File: src/source/mips_isa_pkg.sv
`default_nettype none

package mips_isa_pkg;

    // field widths of the 32-bit instruction word
    localparam int opcode_w   = 6;
    localparam int funct_w    = 6;
    localparam int shamt_w    = 5;   // also the sync stype field
    localparam int immd_w     = 16;
    localparam int j_addr_w   = 26;

    // register file geometry
    localparam int reg_addr_w = 5;
    localparam int data_w     = 32;
    localparam int num_regs   = 32;

    localparam logic [reg_addr_w-1:0] link_reg = 5'd31; // ra, target of jal/nal/bal

    // major opcodes, bits 31:26
    typedef enum logic [opcode_w-1:0] {
        op_special = 6'h00, op_regimm = 6'h01, op_j     = 6'h02, op_jal   = 6'h03,
        op_beq     = 6'h04, op_bne    = 6'h05, op_blez  = 6'h06, op_bgtz  = 6'h07,
        op_addi    = 6'h08, op_addiu  = 6'h09, op_slti  = 6'h0a, op_sltiu = 6'h0b,
        op_andi    = 6'h0c, op_ori    = 6'h0d, op_xori  = 6'h0e, op_lui   = 6'h0f,
        op_lb      = 6'h20, op_lh     = 6'h21, op_lwl   = 6'h22, op_lw    = 6'h23,
        op_lbu     = 6'h24, op_lhu    = 6'h25, op_lwr   = 6'h26,
        op_sb      = 6'h28, op_sh     = 6'h29, op_swl   = 6'h2a, op_sw    = 6'h2b,
        op_swr     = 6'h2e
    } opcode_e;

    // special function field, bits 5:0
    typedef enum logic [funct_w-1:0] {
        fn_sll  = 6'h00, fn_srl  = 6'h02, fn_sra  = 6'h03,
        fn_sllv = 6'h04, fn_srlv = 6'h06, fn_srav = 6'h07,
        fn_jr   = 6'h08, fn_jalr = 6'h09, fn_sync = 6'h0f,
        fn_mul  = 6'h18, fn_div  = 6'h1a,   // r6 sop30 / sop32
        fn_add  = 6'h20, fn_addu = 6'h21, fn_sub  = 6'h22, fn_subu = 6'h23,
        fn_and  = 6'h24, fn_or   = 6'h25, fn_xor  = 6'h26, fn_nor  = 6'h27,
        fn_slt  = 6'h2a, fn_sltu = 6'h2b
    } funct_e;

    // regimm selectors, carried in the rt field
    typedef enum logic [reg_addr_w-1:0] {
        rg_bgez = 5'b00001,
        rg_nal  = 5'b10000,  // link, no branch
        rg_bal  = 5'b10001   // bgez r0 with link
    } regimm_e;

endpackage

`default_nettype wire

File: src/source/mips_pipe_pkg.sv
`default_nettype none

package mips_pipe_pkg;

    // write request coming back from writeback, 38 bits
    typedef struct packed {
        logic                                  we;
        logic [mips_isa_pkg::reg_addr_w-1:0]   addr;
        logic [mips_isa_pkg::data_w-1:0]       data;
    } wb_write_t;

    // datapath control bits for the later stages
    typedef struct packed {
        logic mem_to_reg;  // load result goes to reg
        logic mem_write;   // store
        logic alu_src;     // 1 immediate, 0 rt operand
        logic reg_write;
        logic reg_dst;     // 1 rd, 0 rt
    } ctrl_t;

    // everything the decoder knows about one instruction
    typedef struct packed {
        mips_isa_pkg::opcode_e                 opcode;
        logic [mips_isa_pkg::shamt_w-1:0]      shift_amt;
        logic [mips_isa_pkg::funct_w-1:0]      func;
        logic [mips_isa_pkg::j_addr_w-1:0]     j_addr;     // zero unless j/jal
        logic [mips_isa_pkg::reg_addr_w-1:0]   rs;
        logic [mips_isa_pkg::reg_addr_w-1:0]   rt;         // 31 for link forms
        logic [mips_isa_pkg::reg_addr_w-1:0]   rd;
        logic [mips_isa_pkg::data_w-1:0]       ext_immd;
        logic r_op, i_op, j_op;
        logic is_jump, is_jal, is_jr, is_branch;
        logic is_regimm, is_load_store, is_sync;
        logic [mips_isa_pkg::shamt_w-1:0]      sync_type;
        ctrl_t                                 ctrl;
    } dec_t;

    // id/ex payload
    typedef struct packed {
        logic                                  valid;
        dec_t                                  dec;
        logic [mips_isa_pkg::data_w-1:0]       rs_data;
        logic [mips_isa_pkg::data_w-1:0]       rt_data;
    } id_ex_t;

endpackage

`default_nettype wire

File: src/source/id_ex_reg.sv
`timescale 1ns/1ns
`default_nettype none

module id_ex_reg (
    input  wire                                 sys_clk,
    input  wire                                 rst_n,
    input  wire                                 stall_i,    // hold everything
    input  wire                                 valid_i,
    input  wire mips_pipe_pkg::dec_t            dec_i,
    input  wire [mips_isa_pkg::data_w-1:0]      rs_data_i,
    input  wire [mips_isa_pkg::data_w-1:0]      rt_data_i,
    output mips_pipe_pkg::id_ex_t               id_ex_o
);
    logic                               valid_q;
    mips_pipe_pkg::ctrl_t               ctrl_q;     // cleared on bubble
    mips_pipe_pkg::dec_t                dec_q;      // payload, ctrl field overridden
    logic [mips_isa_pkg::data_w-1:0]    rs_q;
    logic [mips_isa_pkg::data_w-1:0]    rt_q;

    // control half, reset and bubble
    always_ff @(posedge sys_clk) begin
        if (!rst_n) begin
            valid_q <= 1'b0;
            ctrl_q  <= '0;
        end else if (!stall_i) begin
            valid_q <= valid_i;
            ctrl_q  <= valid_i ? dec_i.ctrl : '0;   // no stray writes downstream
        end
    end

    // payload half
    always_ff @(posedge sys_clk) begin
        if (!stall_i) begin
            dec_q <= dec_i;
            rs_q  <= rs_data_i;
            rt_q  <= rt_data_i;
        end
    end

    always_comb begin
        id_ex_o.valid    = valid_q;
        id_ex_o.dec      = dec_q;
        id_ex_o.dec.ctrl = ctrl_q;
        id_ex_o.rs_data  = rs_q;
        id_ex_o.rt_data  = rt_q;
    end

endmodule

`default_nettype wire

File: src/source/id_stage.sv
`timescale 1ns/1ns
`default_nettype none

module id_stage (
    input  wire                             sys_clk,
    input  wire                             rst_n,
    input  wire [31:0]                      instr_i,        // from fetch
    input  wire                             instr_valid_i,
    input  wire                             stall_i,        // from hazard unit
    input  wire mips_pipe_pkg::wb_write_t   wb_i,           // from writeback
    output mips_pipe_pkg::id_ex_t           id_ex_o         // to execute
);
    mips_pipe_pkg::dec_t                dec;
    logic [mips_isa_pkg::data_w-1:0]    rs_data;
    logic [mips_isa_pkg::data_w-1:0]    rt_data;

    // combinational decode
    instr_decoder u_decoder (
        .instr_i (instr_i),
        .dec_o   (dec)
    );

    // rt already points at r31 for link forms
    reg_file u_reg_file (
        .sys_clk   (sys_clk),
        .rst_n     (rst_n),
        .rs_addr_i (dec.rs),
        .rt_addr_i (dec.rt),
        .wb_i      (wb_i),
        .stall_i   (stall_i),
        .rs_data_o (rs_data),
        .rt_data_o (rt_data)
    );

    id_ex_reg u_id_ex_reg (
        .sys_clk   (sys_clk),
        .rst_n     (rst_n),
        .stall_i   (stall_i),
        .valid_i   (instr_valid_i),
        .dec_i     (dec),
        .rs_data_i (rs_data),
        .rt_data_i (rt_data),
        .id_ex_o   (id_ex_o)
    );

endmodule

`default_nettype wire

File: src/source/instr_decoder.sv
`timescale 1ns/1ns
`default_nettype none

module instr_decoder (
    input  wire [31:0]          instr_i,   // fetched word
    output mips_pipe_pkg::dec_t dec_o
);
    mips_isa_pkg::opcode_e                  opcode;
    logic [mips_isa_pkg::funct_w-1:0]       func;
    logic [mips_isa_pkg::reg_addr_w-1:0]    rt_raw;     // rt before link override
    logic [mips_isa_pkg::immd_w-1:0]        immd;
    logic r_op;
    logic j_op;
    logic i_op;
    logic is_regimm;
    logic special_link;     // nal, bal
    logic special_branch;   // bal, bgez
    logic is_branch;
    logic is_load;
    logic is_store;
    logic zero_ext;
    logic rw_special;       // reg_write from the function field
    logic rw_opcode;        // reg_write from the major opcode

    // raw fields
    assign opcode = mips_isa_pkg::opcode_e'(instr_i[31:26]);
    assign func   = instr_i[5:0];
    assign rt_raw = instr_i[20:16];
    assign immd   = instr_i[15:0];

    // format
    assign r_op = opcode == mips_isa_pkg::op_special;
    assign j_op = opcode inside {mips_isa_pkg::op_j, mips_isa_pkg::op_jal};
    assign i_op = !(r_op || j_op);

    assign is_regimm      = opcode == mips_isa_pkg::op_regimm;
    assign special_link   = is_regimm && (rt_raw inside {mips_isa_pkg::rg_nal,
                                                         mips_isa_pkg::rg_bal});
    assign special_branch = is_regimm && (rt_raw inside {mips_isa_pkg::rg_bal,
                                                         mips_isa_pkg::rg_bgez});
    assign is_branch = (opcode inside {mips_isa_pkg::op_beq, mips_isa_pkg::op_bne,
                                       mips_isa_pkg::op_blez, mips_isa_pkg::op_bgtz})
                       || special_branch;

    // memory access, ll..ldc2 and sc group not handled
    assign is_load  = opcode inside {mips_isa_pkg::op_lb, mips_isa_pkg::op_lh,
                                     mips_isa_pkg::op_lwl, mips_isa_pkg::op_lw,
                                     mips_isa_pkg::op_lbu, mips_isa_pkg::op_lhu,
                                     mips_isa_pkg::op_lwr};
    assign is_store = opcode inside {mips_isa_pkg::op_sb, mips_isa_pkg::op_sh,
                                     mips_isa_pkg::op_swl, mips_isa_pkg::op_sw,
                                     mips_isa_pkg::op_swr};

    // logical immediates are zero extended
    assign zero_ext = opcode inside {mips_isa_pkg::op_andi, mips_isa_pkg::op_ori,
                                     mips_isa_pkg::op_xori, mips_isa_pkg::op_lui};

    // which instructions write a gpr
    always_comb begin
        case (func) inside
            mips_isa_pkg::fn_sll, mips_isa_pkg::fn_srl, mips_isa_pkg::fn_sra,
            mips_isa_pkg::fn_sllv, mips_isa_pkg::fn_srlv, mips_isa_pkg::fn_srav:
                rw_special = 1'b1;                  // shifts
            mips_isa_pkg::fn_jalr, mips_isa_pkg::fn_mul, mips_isa_pkg::fn_div:
                rw_special = 1'b1;
            [mips_isa_pkg::fn_add : mips_isa_pkg::fn_nor],
            mips_isa_pkg::fn_slt, mips_isa_pkg::fn_sltu:
                rw_special = 1'b1;                  // alu ops
            default:
                rw_special = 1'b0;                  // jr, sync, unknown
        endcase
        case (opcode) inside
            mips_isa_pkg::op_jal:                               rw_opcode = 1'b1;
            [mips_isa_pkg::op_addi : mips_isa_pkg::op_lui]:     rw_opcode = 1'b1;
            default:                                            rw_opcode = is_load;
        endcase
    end

    always_comb begin
        dec_o.opcode    = opcode;
        dec_o.shift_amt = instr_i[10:6];
        dec_o.func      = func;
        dec_o.j_addr    = j_op ? instr_i[25:0] : '0;
        dec_o.rs        = instr_i[25:21];
        dec_o.rt        = (opcode == mips_isa_pkg::op_jal || special_link)
                          ? mips_isa_pkg::link_reg : rt_raw;     // link target
        dec_o.rd        = instr_i[15:11];
        if (zero_ext)
            dec_o.ext_immd = {{(mips_isa_pkg::data_w-mips_isa_pkg::immd_w){1'b0}}, immd};
        else
            dec_o.ext_immd = {{(mips_isa_pkg::data_w-mips_isa_pkg::immd_w){immd[15]}}, immd};

        // classification
        dec_o.r_op          = r_op;
        dec_o.i_op          = i_op;
        dec_o.j_op          = j_op;
        dec_o.is_jr         = r_op && (func inside {mips_isa_pkg::fn_jr, mips_isa_pkg::fn_jalr});
        dec_o.is_jump       = j_op || dec_o.is_jr;                 // j, jal, jr, jalr
        dec_o.is_jal        = opcode == mips_isa_pkg::op_jal || special_link
                              || (r_op && func == mips_isa_pkg::fn_jalr);
        dec_o.is_branch     = is_branch;
        dec_o.is_regimm     = is_regimm;
        dec_o.is_load_store = is_load || is_store;
        dec_o.is_sync       = r_op && func == mips_isa_pkg::fn_sync;
        dec_o.sync_type     = instr_i[10:6];                       // stype in shamt slot

        // controller
        dec_o.ctrl.reg_dst    = r_op;
        dec_o.ctrl.alu_src    = i_op && !is_branch;
        dec_o.ctrl.mem_to_reg = is_load;
        dec_o.ctrl.mem_write  = is_store;
        dec_o.ctrl.reg_write  = (r_op && rw_special) || rw_opcode || special_link;
    end

endmodule

`default_nettype wire

File: src/source/reg_file.sv
`timescale 1ns/1ns
`default_nettype none

module reg_file (
    input  wire                                     sys_clk,
    input  wire                                     rst_n,
    input  wire [mips_isa_pkg::reg_addr_w-1:0]      rs_addr_i,
    input  wire [mips_isa_pkg::reg_addr_w-1:0]      rt_addr_i,
    input  wire mips_pipe_pkg::wb_write_t           wb_i,       // from writeback
    input  wire                                     stall_i,
    output logic [mips_isa_pkg::data_w-1:0]         rs_data_o,
    output logic [mips_isa_pkg::data_w-1:0]         rt_data_o
);
    logic [mips_isa_pkg::data_w-1:0] regs [mips_isa_pkg::num_regs];
    logic                            wr_en;

    // r0 never written, stall drops the write
    assign wr_en = wb_i.we && (wb_i.addr != '0) && !stall_i;

    // async read, no bypass of a same-cycle write
    // r0 forced to zero
    assign rs_data_o = (rs_addr_i == '0) ? '0 : regs[rs_addr_i];
    assign rt_data_o = (rt_addr_i == '0) ? '0 : regs[rt_addr_i];

    always_ff @(posedge sys_clk) begin
        if (!rst_n) begin
            for (int i = 0; i < mips_isa_pkg::num_regs; i++) begin
                regs[i] <= '0;      // whole file reads zero after reset
            end
        end else if (wr_en) begin
            regs[wb_i.addr] <= wb_i.data;
        end
    end

endmodule

`default_nettype wire

File: config.mk
export PLATFORM = sky130hd
export DESIGN_NAME = id_stage
export DESIGN_NICKNAME = d
export VERILOG_FILES = /design/src/source/mips_isa_pkg.sv /design/src/source/mips_pipe_pkg.sv /design/src/source/id_ex_reg.sv /design/src/source/id_stage.sv /design/src/source/instr_decoder.sv /design/src/source/reg_file.sv
export SDC_FILE = /design/constraint.sdc
export NUM_CORES = 2
export LEC_CHECK = 0
export ABC_AREA = 1
export BUFFER_PORTS_ARGS = -buffer_cell sky130_fd_sc_hd__buf_2
export CELL_PAD_IN_SITES_DETAIL_PLACEMENT = 2
export CELL_PAD_IN_SITES_GLOBAL_PLACEMENT = 2
export CORE_UTILIZATION = 24
export DETAILED_ROUTE_END_ITERATION = 10
export PLACE_DENSITY = 0.62
export SYNTH_ARGS = -nofsm -noshare
export SYNTH_HDL_FRONTEND = slang
export SYNTH_SLANG_ARGS = --single-unit
File: constraint.sdc
create_clock -name sys_clk -period 8.93 [get_ports sys_clk]
set_input_delay 1.786 -clock sys_clk [delete_from_list [all_inputs] [get_ports sys_clk]]
set_output_delay 1.786 -clock sys_clk [all_outputs]
set_load 0.005 [all_outputs]
==> reports/qor.txt <==
Status - completed
First-pass GRT wire length - 472 mm
H-tree levels - 4
CTS clk-pin slew, worst paths - 0.06 ns
Total grt overflow - 0
Share of synthesized registers carrying an async set or reset - 0%
Root Buffer - clkbuf_16
Max Cap Viol - 0
TritonCTS clock tree - built
Primary FF master, synth - edfxtp_1
Core area - 260,000 um^2
Final #Nets - 7,512
Worst-Skew Late Latency - 0.84 ns
Worst setup EP type - register
Flop2flop setup slack - 6.09 ns
Detailed placement HPWL - 201 mm
Hold-fix buffers at CTS - 0
Final setup fails - 0
Mapped Cells - 7,550
Pleak - 0.0294 uW
Synth area leaders - edfxtp_1, nor2_1, nand2_1
Area grow syn2layout - 15.0%
Antenna-violating nets left - 0
Worst Clk Skew - 0.0295 ns
Slew HR - 7.69%
Initial core utilization - 24.2%
Number of global-route vias before repair - 61,300
Worst path depth - 12
Total Routing Usage GR - 25.1%
Post-synth top area share - 55.4%
Vias per inst - 5.31
Achievable Freq - 0.180 GHz
Post_cts resized - 0
Hold Startpoint - u_id_ex_reg.valid_q
Synth Register Bits - 1,163
Worst reg-to-reg path cell count - 8
Required time of the critical path - 9.51 ns
DRT Pass-1 Iters - 5
Routability cong. - 0.840
Non-Filler Instances - 11,000
WP buf/inv - 4
Clock sinks - 1,163
Syn. warnings - 0
Worst setup path end - u_id_ex_reg.rt_q[16]
Crit-path max cell delay - 0.84 ns
Setup CP Type - input pin to register
Initial DRC Count - 5,119
Type of element launching the critical path - input pin
Worst R2R Start - u_reg_file.regs[13][6]
Die Height - 513 um
Die width - 513 um
Top-count cell post-synth - nor2_1
Max stage delay cell, worst path - inv_6
Inst Count DP - 10,700
Postcts setup bufs - 0
Synth area leader - edfxtp_1
Post-synth EDFFs - 1,157
Average wire per standard cell - 30.9 um
Clock buffer depth - 3
DR DRC count - 0
Sequential-to-total area share from yosys stat - 55.6%
Commonest cells in the synthesized netlist - nor2_1, nand2_1, edfxtp_1
Cell family with the largest share of critical-path delay - simple AND/OR/NAND/NOR gates
Initial antenna violation count - 25
Synth cell types - 40
Largest net degree at the start of global routing - 180
Fin crit period - 5.57 ns
Total wire length - 339 mm
Cell Area, Synth - 62,700 um^2
Post-DP Area - 67,000 um^2
Layout cell share with drive strength beyond 1 - 9.56%
Syn avg cell area - 8.31 um^2
CTS buffer count - 150
CP max FO - 63
Crit-path cells - buf_2 -> nor2_1 -> nand2_1 -> nor2_4 -> nand2_8 -> nand3_4 -> inv_6 -> buf_4 -> nand4_1 -> buf_4 -> nand2_1 -> nor2_1
R2r endpoint - u_id_ex_reg.rs_q[6]
Worst-Margin Slew - 1.37 ns
RSZ-0062 raised after global routing - no
# rows - 187
Final setup TNS - 0 ns
Worst VDD drop - 150 uV
Power Dens Cells - 207 nW/um^2
# IOs - 249
Die ar. - 263,000 um^2
Data arrival, critical path - 6.15 ns
IO Port Bufs - 248
Post-route cell area - 72,100 um^2
Hold WC Path Type - register to register
Period utilisation layout - 62.4%
Final Hold Vio Count - 0
DR vias - 58,300
Max-slew violation count - 0
Crit path from - instr_i[19]
## flip-flops by register name (all words and copies together) (netlist names)
| name | count |
|---|---|
| u_id_ex_reg.rs_q | 32 |
| u_id_ex_reg.rt_q | 32 |
| u_id_ex_reg.id_ex_o | 74 |
| u_id_ex_reg.valid_q | 1 |
| u_reg_file.regs | 1024 |
## power breakdown
part,switching [uW],leakage [uW],total (uW),internal [uW]
registers,172,0.0111,6500,6330
clock network,2730,0.00250,6510,3790
logic,1500,0.0158,1940,433
## kinds of logic (layout without fill, tap and decap cells)
family	count (synthesis)	count (layout)	synth area share, %
other	1	41	0.00598
AO/OA/AOI/OAI	1304	1304	11.4
buffers and inverters	1423	1406	9.23
AND/OR/NAND/NOR	3659	3659	23.8
flip-flops	1163	1163	55.6
## final cells by class
class                      instances  area, um^2
clock inverter                    96        1150
tap                             3402        4260
multi-input combinational       4995       22500
sequential                      1163       34900
fill                           29600      188000
clock buffer                     182        3960
inverter                         736        2810
antenna                            9        22.5
timing repair buffer             392        2590
## worst min-delay path by stage
stage,endpoint,slack [ns],depth (start not counted)
after detailed placement,u_id_ex_reg.valid_q,0.46,2
after global placement,u_id_ex_reg.id_ex_o[68],0.47,2
after CTS,u_id_ex_reg.valid_q,0.46,2
final,u_id_ex_reg.valid_q,0.46,2
after floorplan,u_id_ex_reg.valid_q,0.44,2
after global routing,u_id_ex_reg.valid_q,0.50,2
## through the flow
step                util (%)  power (uW)  hold slack (ns)  setup slack, ns
floorplan                  -        7540            0.444             1.81
global placement        25.8        8470            0.467             2.64
detailed placement      25.8        8530            0.456             2.55
CTS                     27.8       15000            0.465             3.43
global route            27.8       15400            0.505             3.27
finish                  27.8       15000            0.464             3.36
## placed cells by master, fill, tap and decap left out, types with 3 or more instances in the layout
cell type | Yosys | routed
conb_1 | 1 | 32
buf_2 | 142 | 243
inv_4 | 1 | 4
bufinv_16 | 0 | 21
inv_1 | 730 | 713
nand3_1 | 505 | 503
inv_2 | 4 | 10
o21ai_0 | 614 | 614
o21ai_1 | 33 | 33
nand2_1 | 1225 | 1164
clkinv_8 | 0 | 3
clkbuf_16 | 0 | 152
edfxtp_1 | 1157 | 1157
inv_6 | 0 | 6
nand4_1 | 177 | 177
nand3_4 | 2 | 3
inv_16 | 0 | 3
nor2_1 | 1726 | 1724
nand2_2 | 2 | 37
o31ai_1 | 19 | 19
o22ai_1 | 64 | 64
inv_8 | 0 | 4
clkinv_1 | 1 | 23
diode_2 | 0 | 9
a21oi_1 | 402 | 402
a311oi_1 | 31 | 31
o211ai_1 | 135 | 135
nor4_1 | 3 | 3
buf_12 | 0 | 19
nor2_4 | 4 | 6
dfxtp_1 | 6 | 6
nand2_4 | 0 | 26
clkinvlp_4 | 0 | 5
clkbuf_8 | 0 | 4
buf_4 | 56 | 127
nor3_1 | 8 | 8
clkbuf_1 | 446 | 26
clkinv_2 | 0 | 37
buf_8 | 0 | 3
## metal layers
layer / part of all wire, % / wire length, um / global-route usage [%]
met4: 4.4 / 14800 / 10.6
met5: 0.030 / 102 / 0
met2: 47 / 161000 / 42.3
met1: 42 / 143000 / 31.9
met3: 6.0 / 20300 / 3.79
## worst min-delay path: cells and delay by family (launching register included)
kind | cells | cell delay, ns
AO/OA/AOI/OAI | 1 | 0.05
flip-flops | 1 | 0.30
AND/OR/NAND/NOR | 1 | 0.06
No activity file was read; power rests on OpenSTA's default activity.
